File: config.mk
export PLATFORM = sky130hd
export DESIGN_NAME = ooo_core
export DESIGN_NICKNAME = d
export VERILOG_FILES = /design/src/hw/ooo_pkg.sv /design/src/hw/dispatch_rename.sv /design/src/hw/reservation_station.sv /design/src/hw/alu_unit.sv /design/src/hw/reorder_buffer.sv /design/src/hw/ooo_core.sv
export SDC_FILE = /design/constraint.sdc
export NUM_CORES = 2
export LEC_CHECK = 0
export ABC_AREA = 1
export BUFFER_PORTS_ARGS = -buffer_cell sky130_fd_sc_hd__buf_2
export CAP_MARGIN = 20
export CELL_PAD_IN_SITES_DETAIL_PLACEMENT = 1
export CELL_PAD_IN_SITES_GLOBAL_PLACEMENT = 1
export CORE_UTILIZATION = 40
export CTS_BUF_LIST = sky130_fd_sc_hd__clkbuf_8
export DETAILED_ROUTE_END_ITERATION = 8
export HOLD_SLACK_MARGIN = 0.05
export PLACE_DENSITY_LB_ADDON = 0.1
export SYNTH_ARGS = -nofsm -noshare
export SYNTH_HDL_FRONTEND = slang
export SYNTH_SLANG_ARGS = --single-unit
export TNS_END_PERCENT = 10
File: constraint.sdc
create_clock -name clock -period 15 [get_ports clock]
set_input_delay 2.25 -clock clock [delete_from_list [all_inputs] [get_ports clock]]
set_output_delay 2.25 -clock clock [all_outputs]
set_load 0.02 [all_outputs]
File: src/hw/ooo_pkg.sv
// widths, depths, ALU operation codes, ROB entry states and the bus structs of the core
package ooo_pkg;

	////////////////////////////////////////////////////////////////////////////
	// widths and depths
	////////////////////////////////////////////////////////////////////////////

	localparam int xlen          = 32;
	localparam int num_arch_regs = 8;
	localparam int rob_depth     = 4;
	localparam int rs_depth      = 4;

	typedef logic [xlen-1:0]                  word_t;
	typedef logic [$clog2(num_arch_regs)-1:0] reg_idx_t;
	typedef logic [$clog2(rob_depth)-1:0]     rob_tag_t;
	// occupancy needs one value more than a tag
	typedef logic [$clog2(rob_depth+1)-1:0]   rob_count_t;
	// rs slot number, also the older-entry count of a slot
	typedef logic [$clog2(rs_depth)-1:0]      rs_idx_t;
	typedef logic [2:0]                       alu_op_t;

	// alu operation codes
	localparam alu_op_t op_add  = 3'd0;
	localparam alu_op_t op_sub  = 3'd1;
	localparam alu_op_t op_and  = 3'd2;
	localparam alu_op_t op_or   = 3'd3;
	localparam alu_op_t op_xor  = 3'd4;
	localparam alu_op_t op_slt  = 3'd5;   // signed compare, 1 or 0
	localparam alu_op_t op_addi = 3'd6;   // rs1 + imm
	localparam alu_op_t op_li   = 3'd7;   // imm only

	// life of a rob slot
	typedef enum logic [1:0] {
		rob_free,
		rob_waiting,
		rob_done
	} rob_state_t;

	////////////////////////////////////////////////////////////////////////////
	// buses between the units
	////////////////////////////////////////////////////////////////////////////

	// decoded instruction from outside, 44 bits
	typedef struct packed {
		alu_op_t  op;
		reg_idx_t rd;
		reg_idx_t rs1;
		reg_idx_t rs2;
		word_t    imm;
	} inst_t;

	// one source, either a value or the tag it waits on, 35 bits
	typedef struct packed {
		logic     ready;
		rob_tag_t tag;
		word_t    value;
	} operand_t;

	// renamed instruction into rs and rob, 78 bits
	typedef struct packed {
		alu_op_t  op;
		reg_idx_t rd;
		rob_tag_t tag;
		operand_t src1;
		operand_t src2;
	} dispatch_t;

	// rs to alu, 70 bits
	typedef struct packed {
		logic     valid;
		alu_op_t  op;
		rob_tag_t tag;
		word_t    a;
		word_t    b;
	} issue_t;

	// result broadcast, 35 bits
	typedef struct packed {
		logic     valid;
		rob_tag_t tag;
		word_t    value;
	} cdb_t;

	// in-order retirement, 38 bits
	typedef struct packed {
		logic     valid;
		rob_tag_t tag;
		reg_idx_t rd;
		word_t    value;
	} commit_t;

endpackage

File: src/hw/dispatch_rename.sv
// dispatch stage with register file, map table, operand lookup and stall
module dispatch_rename (
	input  logic               clock,
	input  logic               reset,
	input  logic               in_valid,
	input  ooo_pkg::inst_t     in_inst,
	input  logic               rob_full,
	input  logic               rs_full,
	input  ooo_pkg::rob_tag_t  alloc_tag,
	input  ooo_pkg::operand_t  rob_src1,
	input  ooo_pkg::operand_t  rob_src2,
	input  ooo_pkg::commit_t   commit,
	output logic               stall,
	output logic               dispatch_fire,
	output ooo_pkg::dispatch_t dispatch,
	output ooo_pkg::rob_tag_t  src1_tag,
	output ooo_pkg::rob_tag_t  src2_tag
);

	// architectural state
	ooo_pkg::word_t    regs     [ooo_pkg::num_arch_regs];
	// rename state, busy means a rob slot will produce the register
	logic              map_busy [ooo_pkg::num_arch_regs];
	ooo_pkg::rob_tag_t map_tag  [ooo_pkg::num_arch_regs];

	logic              src1_imm;
	logic              src2_imm;

	// picks the source of one operand
	function automatic ooo_pkg::operand_t build_operand(
		input ooo_pkg::reg_idx_t idx,
		input logic              use_imm,
		input ooo_pkg::operand_t rob_op
	);
		ooo_pkg::operand_t opnd;
		logic              committing;
		opnd.ready = 1'b1;
		opnd.tag   = map_tag[idx];
		// producer retiring right now, its value sits on the commit bus
		committing = commit.valid && (commit.tag == map_tag[idx]);
		if (use_imm) begin
			opnd.value = in_inst.imm;
		end else if (idx == '0) begin
			opnd.value = '0;
		end else if (!map_busy[idx] || committing) begin
			// write-through of the register file
			if (commit.valid && (commit.rd == idx))
				opnd.value = commit.value;
			else
				opnd.value = regs[idx];
		end else begin
			// in flight, rob read port has it or gives the tag
			opnd = rob_op;
		end
		return opnd;
	endfunction

	// single stall level for both units
	assign stall         = rob_full || rs_full;
	assign dispatch_fire = in_valid && !stall;

	// rob lookups for busy sources
	assign src1_tag = map_tag[in_inst.rs1];
	assign src2_tag = map_tag[in_inst.rs2];

	// li takes imm on both sides, addi only on b
	assign src1_imm = (in_inst.op == ooo_pkg::op_li);
	assign src2_imm = (in_inst.op == ooo_pkg::op_addi) || (in_inst.op == ooo_pkg::op_li);

	always_comb begin
		dispatch.op   = in_inst.op;
		dispatch.rd   = in_inst.rd;
		dispatch.tag  = alloc_tag;
		dispatch.src1 = build_operand(in_inst.rs1, src1_imm, rob_src1);
		dispatch.src2 = build_operand(in_inst.rs2, src2_imm, rob_src2);
	end

	////////////////////////////////////////////////////////////////////////////
	// register file and map table update
	////////////////////////////////////////////////////////////////////////////

	always_ff @(posedge clock) begin
		if (reset) begin
			for (int i = 0; i < ooo_pkg::num_arch_regs; i++) begin
				regs[i]     <= '0;
				map_busy[i] <= 1'b0;
			end
		end else begin
			// retirement, r0 stays zero
			if (commit.valid && (commit.rd != '0)) begin
				regs[commit.rd] <= commit.value;
				// only the newest producer clears busy
				if (map_busy[commit.rd] && (map_tag[commit.rd] == commit.tag) &&
				    !(dispatch_fire && (in_inst.rd == commit.rd)))
					map_busy[commit.rd] <= 1'b0;
			end
			// rename the destination
			if (dispatch_fire && (in_inst.rd != '0)) begin
				map_busy[in_inst.rd] <= 1'b1;
				map_tag[in_inst.rd]  <= alloc_tag;
			end
		end
	end

endmodule

File: src/hw/reservation_station.sv
// alu reservation station with cdb wakeup and oldest-ready selection
module reservation_station (
	input  logic               clock,
	input  logic               reset,
	input  logic               dispatch_fire,
	input  ooo_pkg::dispatch_t dispatch,
	input  ooo_pkg::cdb_t      cdb,
	output logic               full,
	output ooo_pkg::issue_t    issue
);

	logic               entry_valid [ooo_pkg::rs_depth];
	ooo_pkg::dispatch_t entry       [ooo_pkg::rs_depth];
	// number of older valid entries, zero is the oldest
	ooo_pkg::rs_idx_t   age         [ooo_pkg::rs_depth];

	logic               free_found;
	ooo_pkg::rs_idx_t   free_idx;
	logic               pick_found;
	ooo_pkg::rs_idx_t   pick_idx;
	ooo_pkg::rs_idx_t   remaining;

	////////////////////////////////////////////////////////////////////////////
	// slot search
	////////////////////////////////////////////////////////////////////////////

	// lowest empty slot for the next dispatch
	always_comb begin
		free_found = 1'b0;
		free_idx   = '0;
		for (int i = 0; i < ooo_pkg::rs_depth; i++) begin
			if (!entry_valid[i] && !free_found) begin
				free_found = 1'b1;
				free_idx   = ooo_pkg::rs_idx_t'(i);
			end
		end
	end

	assign full = !free_found;

	// oldest entry with both operands ready
	always_comb begin
		pick_found = 1'b0;
		pick_idx   = '0;
		for (int i = 0; i < ooo_pkg::rs_depth; i++) begin
			if (entry_valid[i] && entry[i].src1.ready && entry[i].src2.ready) begin
				if (!pick_found || (age[i] < age[pick_idx])) begin
					pick_found = 1'b1;
					pick_idx   = ooo_pkg::rs_idx_t'(i);
				end
			end
		end
	end

	// entries left after this cycle's issue, age of a new entry
	always_comb begin
		remaining = '0;
		for (int i = 0; i < ooo_pkg::rs_depth; i++) begin
			if (entry_valid[i] && !(pick_found && (pick_idx == ooo_pkg::rs_idx_t'(i))))
				remaining = remaining + 1'b1;
		end
	end

	always_comb begin
		issue.valid = pick_found;
		issue.op    = entry[pick_idx].op;
		issue.tag   = entry[pick_idx].tag;
		issue.a     = entry[pick_idx].src1.value;
		issue.b     = entry[pick_idx].src2.value;
	end

	////////////////////////////////////////////////////////////////////////////
	// entry update
	////////////////////////////////////////////////////////////////////////////

	always_ff @(posedge clock) begin
		if (reset) begin
			for (int i = 0; i < ooo_pkg::rs_depth; i++)
				entry_valid[i] <= 1'b0;
		end else begin
			for (int i = 0; i < ooo_pkg::rs_depth; i++) begin
				// snoop the cdb
				if (cdb.valid && entry_valid[i]) begin
					if (!entry[i].src1.ready && (entry[i].src1.tag == cdb.tag)) begin
						entry[i].src1.ready <= 1'b1;
						entry[i].src1.value <= cdb.value;
					end
					if (!entry[i].src2.ready && (entry[i].src2.tag == cdb.tag)) begin
						entry[i].src2.ready <= 1'b1;
						entry[i].src2.value <= cdb.value;
					end
				end
				// younger entries move up one
				if (pick_found && entry_valid[i] && (age[i] > age[pick_idx]))
					age[i] <= age[i] - 1'b1;
			end
			if (pick_found)
				entry_valid[pick_idx] <= 1'b0;
			if (dispatch_fire) begin
				entry_valid[free_idx] <= 1'b1;
				entry[free_idx]       <= dispatch;
				age[free_idx]         <= remaining;
			end
		end
	end

endmodule

File: src/hw/alu_unit.sv
// single-cycle alu with its result register on the cdb
module alu_unit (
	input  logic            clock,
	input  logic            reset,
	input  ooo_pkg::issue_t issue,
	output ooo_pkg::cdb_t   cdb
);

	ooo_pkg::word_t result;

	always_comb begin
		case (issue.op)
			ooo_pkg::op_add:  result = issue.a + issue.b;
			ooo_pkg::op_sub:  result = issue.a - issue.b;
			ooo_pkg::op_and:  result = issue.a & issue.b;
			ooo_pkg::op_or:   result = issue.a | issue.b;
			ooo_pkg::op_xor:  result = issue.a ^ issue.b;
			// signed compare, zero extended flag
			ooo_pkg::op_slt:  result = {31'b0, $signed(issue.a) < $signed(issue.b)};
			ooo_pkg::op_addi: result = issue.a + issue.b;
			// b already holds imm
			default:          result = issue.b;
		endcase
	end

	// broadcast one cycle after issue
	always_ff @(posedge clock) begin
		cdb.tag   <= issue.tag;
		cdb.value <= result;
		if (reset)
			cdb.valid <= 1'b0;
		else
			cdb.valid <= issue.valid;
	end

endmodule

File: src/hw/reorder_buffer.sv
// reorder buffer with operand read ports, cdb capture and in-order commit
module reorder_buffer (
	input  logic               clock,
	input  logic               reset,
	input  logic               dispatch_fire,
	input  ooo_pkg::dispatch_t dispatch,
	input  ooo_pkg::cdb_t      cdb,
	input  ooo_pkg::rob_tag_t  src1_tag,
	input  ooo_pkg::rob_tag_t  src2_tag,
	output ooo_pkg::rob_tag_t  alloc_tag,
	output logic               full,
	output ooo_pkg::operand_t  rob_src1,
	output ooo_pkg::operand_t  rob_src2,
	output ooo_pkg::commit_t   commit
);

	ooo_pkg::rob_state_t state      [ooo_pkg::rob_depth];
	ooo_pkg::reg_idx_t   slot_rd    [ooo_pkg::rob_depth];
	ooo_pkg::word_t      slot_value [ooo_pkg::rob_depth];

	ooo_pkg::rob_tag_t   head;
	ooo_pkg::rob_tag_t   tail;
	ooo_pkg::rob_count_t count;
	logic                head_done;

	// slot lookup, with bypass of this cycle's broadcast
	function automatic ooo_pkg::operand_t read_port(input ooo_pkg::rob_tag_t tag);
		ooo_pkg::operand_t opnd;
		opnd.tag   = tag;
		opnd.ready = 1'b0;
		opnd.value = slot_value[tag];
		if (cdb.valid && (cdb.tag == tag)) begin
			opnd.ready = 1'b1;
			opnd.value = cdb.value;
		end else if (state[tag] == ooo_pkg::rob_done) begin
			opnd.ready = 1'b1;
		end
		return opnd;
	endfunction

	assign alloc_tag = tail;
	assign full      = (count == ooo_pkg::rob_count_t'(ooo_pkg::rob_depth));
	assign head_done = (state[head] == ooo_pkg::rob_done);

	always_comb begin
		rob_src1 = read_port(src1_tag);
		rob_src2 = read_port(src2_tag);
	end

	////////////////////////////////////////////////////////////////////////////
	// allocate, complete, retire
	////////////////////////////////////////////////////////////////////////////

	always_ff @(posedge clock) begin
		// retirement payload, qualified by commit.valid
		commit.tag   <= head;
		commit.rd    <= slot_rd[head];
		commit.value <= slot_value[head];
		if (reset) begin
			head         <= '0;
			tail         <= '0;
			count        <= '0;
			commit.valid <= 1'b0;
			for (int i = 0; i < ooo_pkg::rob_depth; i++)
				state[i] <= ooo_pkg::rob_free;
		end else begin
			// new slot at the tail
			if (dispatch_fire) begin
				state[tail]   <= ooo_pkg::rob_waiting;
				slot_rd[tail] <= dispatch.rd;
				tail          <= tail + 1'b1;
			end
			// alu result arrives
			if (cdb.valid) begin
				state[cdb.tag]      <= ooo_pkg::rob_done;
				slot_value[cdb.tag] <= cdb.value;
			end
			// one retirement per cycle, program order
			if (head_done) begin
				state[head] <= ooo_pkg::rob_free;
				head        <= head + 1'b1;
			end
			commit.valid <= head_done;
			if (dispatch_fire && !head_done)
				count <= count + 1'b1;
			else if (!dispatch_fire && head_done)
				count <= count - 1'b1;
		end
	end

endmodule

File: src/hw/ooo_core.sv
// top level of the out-of-order core, connects dispatch, rs, alu and rob
module ooo_core (
	input  logic             clock,
	input  logic             reset,
	input  logic             in_valid,
	input  ooo_pkg::inst_t   in_inst,
	output logic             stall,
	output ooo_pkg::commit_t commit
);

	// dispatch to rs and rob
	logic               dispatch_fire;
	ooo_pkg::dispatch_t dispatch;
	ooo_pkg::rob_tag_t  src1_tag;
	ooo_pkg::rob_tag_t  src2_tag;

	// back from the rob and rs
	ooo_pkg::rob_tag_t  alloc_tag;
	logic               rob_full;
	logic               rs_full;
	ooo_pkg::operand_t  rob_src1;
	ooo_pkg::operand_t  rob_src2;

	// execution path
	ooo_pkg::issue_t    issue;
	ooo_pkg::cdb_t      cdb;

	dispatch_rename dispatch_rename_0 (
		.clock(clock), .reset(reset),
		.in_valid(in_valid), .in_inst(in_inst),
		.rob_full(rob_full), .rs_full(rs_full), .alloc_tag(alloc_tag),
		.rob_src1(rob_src1), .rob_src2(rob_src2), .commit(commit),
		.stall(stall), .dispatch_fire(dispatch_fire), .dispatch(dispatch),
		.src1_tag(src1_tag), .src2_tag(src2_tag)
	);

	reservation_station reservation_station_0 (
		.clock(clock), .reset(reset),
		.dispatch_fire(dispatch_fire), .dispatch(dispatch), .cdb(cdb),
		.full(rs_full), .issue(issue)
	);

	alu_unit alu_unit_0 (
		.clock(clock), .reset(reset), .issue(issue), .cdb(cdb)
	);

	reorder_buffer reorder_buffer_0 (
		.clock(clock), .reset(reset),
		.dispatch_fire(dispatch_fire), .dispatch(dispatch), .cdb(cdb),
		.src1_tag(src1_tag), .src2_tag(src2_tag),
		.alloc_tag(alloc_tag), .full(rob_full),
		.rob_src1(rob_src1), .rob_src2(rob_src2), .commit(commit)
	);

endmodule

# After elaboration in Yosys (flattened, before gate mapping)
# Memories as Yosys holds them, arrays and structs flattened. A register that Yosys moved wholly into a read port is not among the register bits.
# Cells that the tools add are included.
[word_totals]
register_bits = 45
mem_bits_rw = 752
inputBits = 47
output_inout_bits = 39
elab_cells = 316
memories = 9
[memory_table]
columns = ["name", "depth", "word_bits", "rd", "rd_ports_with_merged_regs", "write_ports", "line_no", "source"]
rows = [
  ["reservation_station_0.entry", 4, 78, 5, 0, 5, "reservation_station.sv:13", "ooo_pkg::dispatch_t entry [ooo_pkg::rs_depth];"],
  ["dispatch_rename_0.regs", 8, 32, 2, 0, 8, "dispatch_rename.sv:21", "ooo_pkg::word_t regs [ooo_pkg::num_arch_regs];"],
  ["reorder_buffer_0.slot_value", 4, 32, 3, 1, 1, "reorder_buffer.sv:19", "ooo_pkg::word_t slot_value [ooo_pkg::rob_depth];"],
  ["dispatch_rename_0.map_tag", 8, 2, 3, 0, 1, "dispatch_rename.sv:24", "ooo_pkg::rob_tag_t map_tag [ooo_pkg::num_arch_regs];"],
  ["reorder_buffer_0.slot_rd", 4, 3, 1, 1, 1, "reorder_buffer.sv:18", "ooo_pkg::reg_idx_t slot_rd [ooo_pkg::rob_depth];"],
  ["dispatch_rename_0.map_busy", 8, 1, 3, 0, 8, "dispatch_rename.sv:23", "logic map_busy [ooo_pkg::num_arch_regs];"],
  ["+3 memories", "-", "-", "-", "-", "-", "-", ""],
]
[op_classes]
n_addsub = 13
n_lt_le_gt_ge = 8
eq_ne = 31
n_mux = 141
bitwise_logic = 3
n_reduce_logical = 103
[ops]
columns = ["op", "n"]
rows = [
  ["32-bit two-way mux", 11],
  ["32-bit one-hot mux with 6 select lines", 1],
  ["1-bit two-way mux", 98],
  ["1-bit logical AND", 53],
  ["2-bit two-way mux", 20],
  ["3-bit two-way mux", 11],
  ["32-bit adder", 1],
  ["32-bit AND", 1],
  ["32-bit < comparator", 1],
  ["32-bit bitwise OR", 1],
  ["32-bit OR reduction", 1],
  ["32-bit subtractor", 1],
  ["32-bit bitwise XOR", 1],
  ["1-bit zero test", 27],
  ["2-bit equality test", 13],
  ["3-bit equality test, second input constant", 6],
  ["2-bit equality test, second input constant", 5],
  ["3-bit equality test", 3],
  ["3-bit zero test", 3],
  ["2-bit by 1-bit adder with 2-bit output, second input constant", 4],
  ["2-bit > comparator", 4],
  ["2-bit OR reduction", 4],
  ["2-bit by 1-bit subtractor with 2-bit output, second input constant", 4],
  ["1-bit logical OR", 7],
  ["11 further kinds", 18],
]

# Logic depth before layout (Yosys ltp)
# An unclocked memory read counts as a cell.
[depth]
ltp_word = 29
depth_mapped = 48
ltp_nobuf = 47

# Modules after synthesis
# From an unflattened synthesis, not the netlist that was laid out.
[hier_totals]
hier_cells = 6419
area_unflattened_um2 = 49842.8
[modules_own_cells]
columns = ["module", "n_inst", "cells_per_inst", "area_per_inst_um2", "seq_area_each_um2"]
rows = [
  ["dispatch_rename", 1, 2438, 17962.2, 8328.0],
  ["reservation_station", 1, 1419, 14353.8, 9248.9],
  ["reorder_buffer", 1, 1137, 9920.8, 5305.1],
  ["alu_unit", 1, 1425, 7606.0, 700.7],
]

# Worst setup path before layout
# Ideal clock, no wire load.
[synth_path]
path_kind = "input to register"
startpoint = "input reset"
endpoint = "memory reservation_station_0.entry[0][0] in the netlist's numbering (enable)"
setup_ns = 0.514
t_arrival_ns = 6.158
t_required_ns = 14.486
path_slack_ns = 8.327
stages = 4
n_path_buf = 1
path_cell_list = "clkbuf_1 > nor2_1 > inv_1 > o41ai_1"
[synth_lines]
columns = ["element", "line_no", "source"]
rows = [
  ["from (decl)", "ooo_core.sv:4", "input logic reset,"],
  ["to (decl)", "reservation_station.sv:13", ""],
]

==> reports/results.tsv <==
stage	metric	value	unit
power_and_ir_drop	leakage	19.7	nW
global_route	grt_pass1_vias	42604	
sta	worst_hold_slack	0.447	ns
worst_setup_path	critical-path-slowest-cell	nand3_2	
clocking	worstSkewPairLatency	0.89	ns
finish	mostFrequentLayoutCells	960 x nand2_1, 712 x edfxtp_1, 621 x nor2_1	
sta	fmax	0.121	GHz
global_route	grt_max_degree	95	
synth	avgSynthCellArea	8.65	µm²
floorplan	ios	86	
worst_setup_path	worst_path_most_repeated_cell	nand2_1	
drt	wire_per_inst	27.7	µm
synth	synthFlopType	edfxtp_1	
synth	synthArstFlopShare	0	%
sta	min_period	8.27	ns
drt	vias	42257	
floorplan	fp.dieH	343	µm
finish	fin_nets	5537	
drt	drt_pass1_iterations	5	
clocking	cts_inserted_buffers	157	
clocking	cts_sinks	822	
synth	synth_edf_count	712	
drt	viasPerCell	6.02	
clocking	tritoncts	yes	
placed_design	io_buffer_count	85	
sta	setup_viol	0	
worst_setup_path	crit_path_end	alu_unit_0.cdb[26]	
power_and_ir_drop	p_sw_share	43.0	%
power_and_ir_drop	seq_power_share	37.0	%
worst_setup_path	worstRegToRegCells	39	
sta	setup_tns	0	ns
synth	synthCells	5382	
worst_setup_path	reg2reg_slack	6.73	ns
finish	fillers	13558	
clocking	cts_root_buffer	clkbuf_8	
synth	yosysUniqueCellTypes	60	
clocking	path_clk_slew	0.06	ns
global_route	antenna_found_initial	8	
floorplan	die_w	343	µm
sta	relSlewSlack	23.1	%
worst_setup_path	crit_path_end_kind	register	
floorplan	rows	124	
job	cap_violations	0	
drt	drc	0	
worst_setup_path	cp.required	15.75	ns
placed_design	gp_congestion	0.902	
clocking	htreeDepth	4	
power_and_ir_drop	powerDensity	170	nW/µm²
global_route	grtUsageTotal	32.7	%
power_and_ir_drop	p_int	5.00	mW
power_and_ir_drop	clockPowerShare	25.4	%
clocking	post_cts_buffers	0	
synth	ys_warn_count	0	
sta	fin_skew	0.0370	ns
global_route	grt_first_pass_wirelength	283000	µm
drt	dr.first_iter.drc_count	3724	
worst_setup_path	crit_type	register to register	
worst_setup_path	cp_max_fo	38	
worst_setup_path	cp-start-kind	register	
worst_setup_path	r2r_start	reservation_station_0.age[0][1]	
synth	synth_area	46600	µm²
synth	ys_seq_area_share	50.7	%
floorplan	start_util	40.5	%
finish	syn_to_final_growth	10.6	%
finish	final_common_cell	nand2_1	
sta	hold_viol_final	0	
drt	postRouteAntennaNets	0	
worst_setup_path	max_stage_delay	0.63	ns
global_route	grt-ovfl-total	0	
status	status	complete, no violations	
synth	ys_ff_latch	822	
clocking	hold_buffers	0	
worst_setup_path	crit_start	reservation_station_0.age[0][1]	
clocking	cts_buffer_depth	3	
placed_design	hpwl	124000	µm
floorplan	die_area	118000	µm²
sta	rsz0062_at_grt	no	
power_and_ir_drop	switchingPower	3.77	mW
sta	period_share	55.2	%
sta	tightest_slew	1.15	ns
power_and_ir_drop	pwr-share-comb	37.6	%
finish	seqCellArea	23600	µm²
finish	final_util	44.8	%
hold_path	hp-class	register to register	
floorplan	core-area	115000	µm²
drt	wirelength	194000	µm
power_and_ir_drop	report.power.total	8.77	mW
power_and_ir_drop	ir_drop	92.3	µV
worst_setup_path	crit_arrival	9.02	ns
clocking	post_cts_resize_count	0	
worst_setup_path	r2r-end	alu_unit_0.cdb[26]	
sta	slew_violations	0	
finish	multi_input_comb_area	20100	µm²
finish	drive_gt1_share	8.87	%
## cell families (layout without fill, tap and decap cells)
kind of cell | count (synthesis) | after routing | synth area share, %
AOI/OAI and AO/OA | 1630 | 1630 | 20.8
xor gates and xnor gates | 86 | 86 | 1.62
and+or+nand+nor | 1907 | 1907 | 16.8
buffers and inverters | 815 | 901 | 6.78
adders and majority gates | 121 | 121 | 3.30
DFF | 822 | 822 | 50.7
other | 1 | 38 | 0.00806
## stage by stage
step	instances	setup slack [ns]	cell area, µm²
2_1_floorplan	5415	8.33	46700
3_3_place_gp	6720	6.88	48400
3_5_place_dp	6720	6.73	48400
4_1_cts	7011	6.71	51400
5_1_grt	7015	5.95	51500
6_report	7017	6.73	51500
## power groups by stage
stage,Combinational [mW],Sequential [mW],Clock [mW]
finish,3.30,3.25,2.22
global placement,3.20,3.29,0
detailed placement,3.25,3.29,0
CTS,3.27,3.25,2.25
floorplan,2.09,3.15,0
global route,3.61,3.27,2.34
## synth_stat cells (all sizes together) (6+ instances only)
cell type  instances  share of area, %
nand3            160               1.8
a22oi              6             0.097
ha               118               3.2
nor3              34              0.37
inv              390               3.1
o221ai            35              0.66
o21ai            603               6.5
a311o             16              0.34
o22ai            105               1.4
dfxtp            110               4.7
nand2            985               8.0
clkinv            41              0.33
buf               91              0.94
a211oi            31              0.50
xnor2             17              0.32
or2               14              0.19
nand4             46              0.70
o21bai            24              0.39
o32ai             26              0.60
a221o             31              0.67
o211ai            81               1.3
clkbuf           293               2.4
a21oi            509               5.5
nand3b            33              0.53
a31oi             30              0.40
nor2             630               5.2
a32o              32              0.69
a221oi            31              0.58
a21boi             7              0.12
edfxtp           712                46
a22o               7              0.13
o2111ai            7              0.13
xor2              69               1.3
o21a              39              0.63
## worst min-delay path by stage
| stage | start | to | cells after the start |
|---|---|---|---|
| 5_1_grt | dispatch_rename_0.map_busy[0] | dispatch_rename_0.map_busy[0] | 2 |
| 3_5_place_dp | dispatch_rename_0.map_busy[0] | dispatch_rename_0.map_busy[0] | 2 |
| 4_1_cts | dispatch_rename_0.map_busy[0] | dispatch_rename_0.map_busy[0] | 2 |
| 6_report | dispatch_rename_0.map_busy[0] | dispatch_rename_0.map_busy[0] | 2 |
| 3_3_place_gp | dispatch_rename_0.map_busy[0] | dispatch_rename_0.map_busy[0] | 2 |
| 2_1_floorplan | reorder_buffer_0.head[1] | reorder_buffer_0.commit[36] | 0 |
## layout make-up
| type | instances | area share (%) |
|---|---|---|
| flip-flops and latches | 822 | 45.8 |
| inverters | 431 | 3.17 |
| well taps | 1512 | 3.67 |
| clock buffers | 176 | 4.71 |
| diodes | 4 | 0.0194 |
| multi-input cells | 3778 | 39.1 |
| clock inverters | 115 | 1.25 |
| repair buffers | 179 | 2.27 |
## state kept, by name, summed over array words and instances (netlist names), named ones only
register	flops
reorder_buffer_0.state	8
alu_unit_0.cdb	35
dispatch_rename_0.regs	256
reorder_buffer_0.count	3
reorder_buffer_0.head	2
reservation_station_0.entry_valid	4
reorder_buffer_0.slot_rd	12
reorder_buffer_0.slot_value	128
reorder_buffer_0.alloc_tag	2
dispatch_rename_0.map_busy	8
reorder_buffer_0.commit	38
reservation_station_0.age	8
dispatch_rename_0.map_tag	16
reservation_station_0.entry	300
## metal layers
metal  vias to the layer above  global-route usage [%]  routed length, µm
met2                      1719                    52.6              88900
met3                       388                    5.37              14900
met1                     21296                    43.6              81900
met4                         8                    14.3               8300
met5                         -                       0                 52
li1                      18846                       -                  -
## critical path: cells and delay by family, from the launching register on
family / cells / cell delay, ns
xor gates and xnor gates: 1 / 0.18
DFF: 1 / 0.42
AOI/OAI and AO/OA: 10 / 2.29
and+or+nand+nor: 20 / 2.55
buffers and inverters: 3 / 1.15
adders and majority gates: 5 / 1.54
No activity file was read; power rests on OpenSTA's default activity.
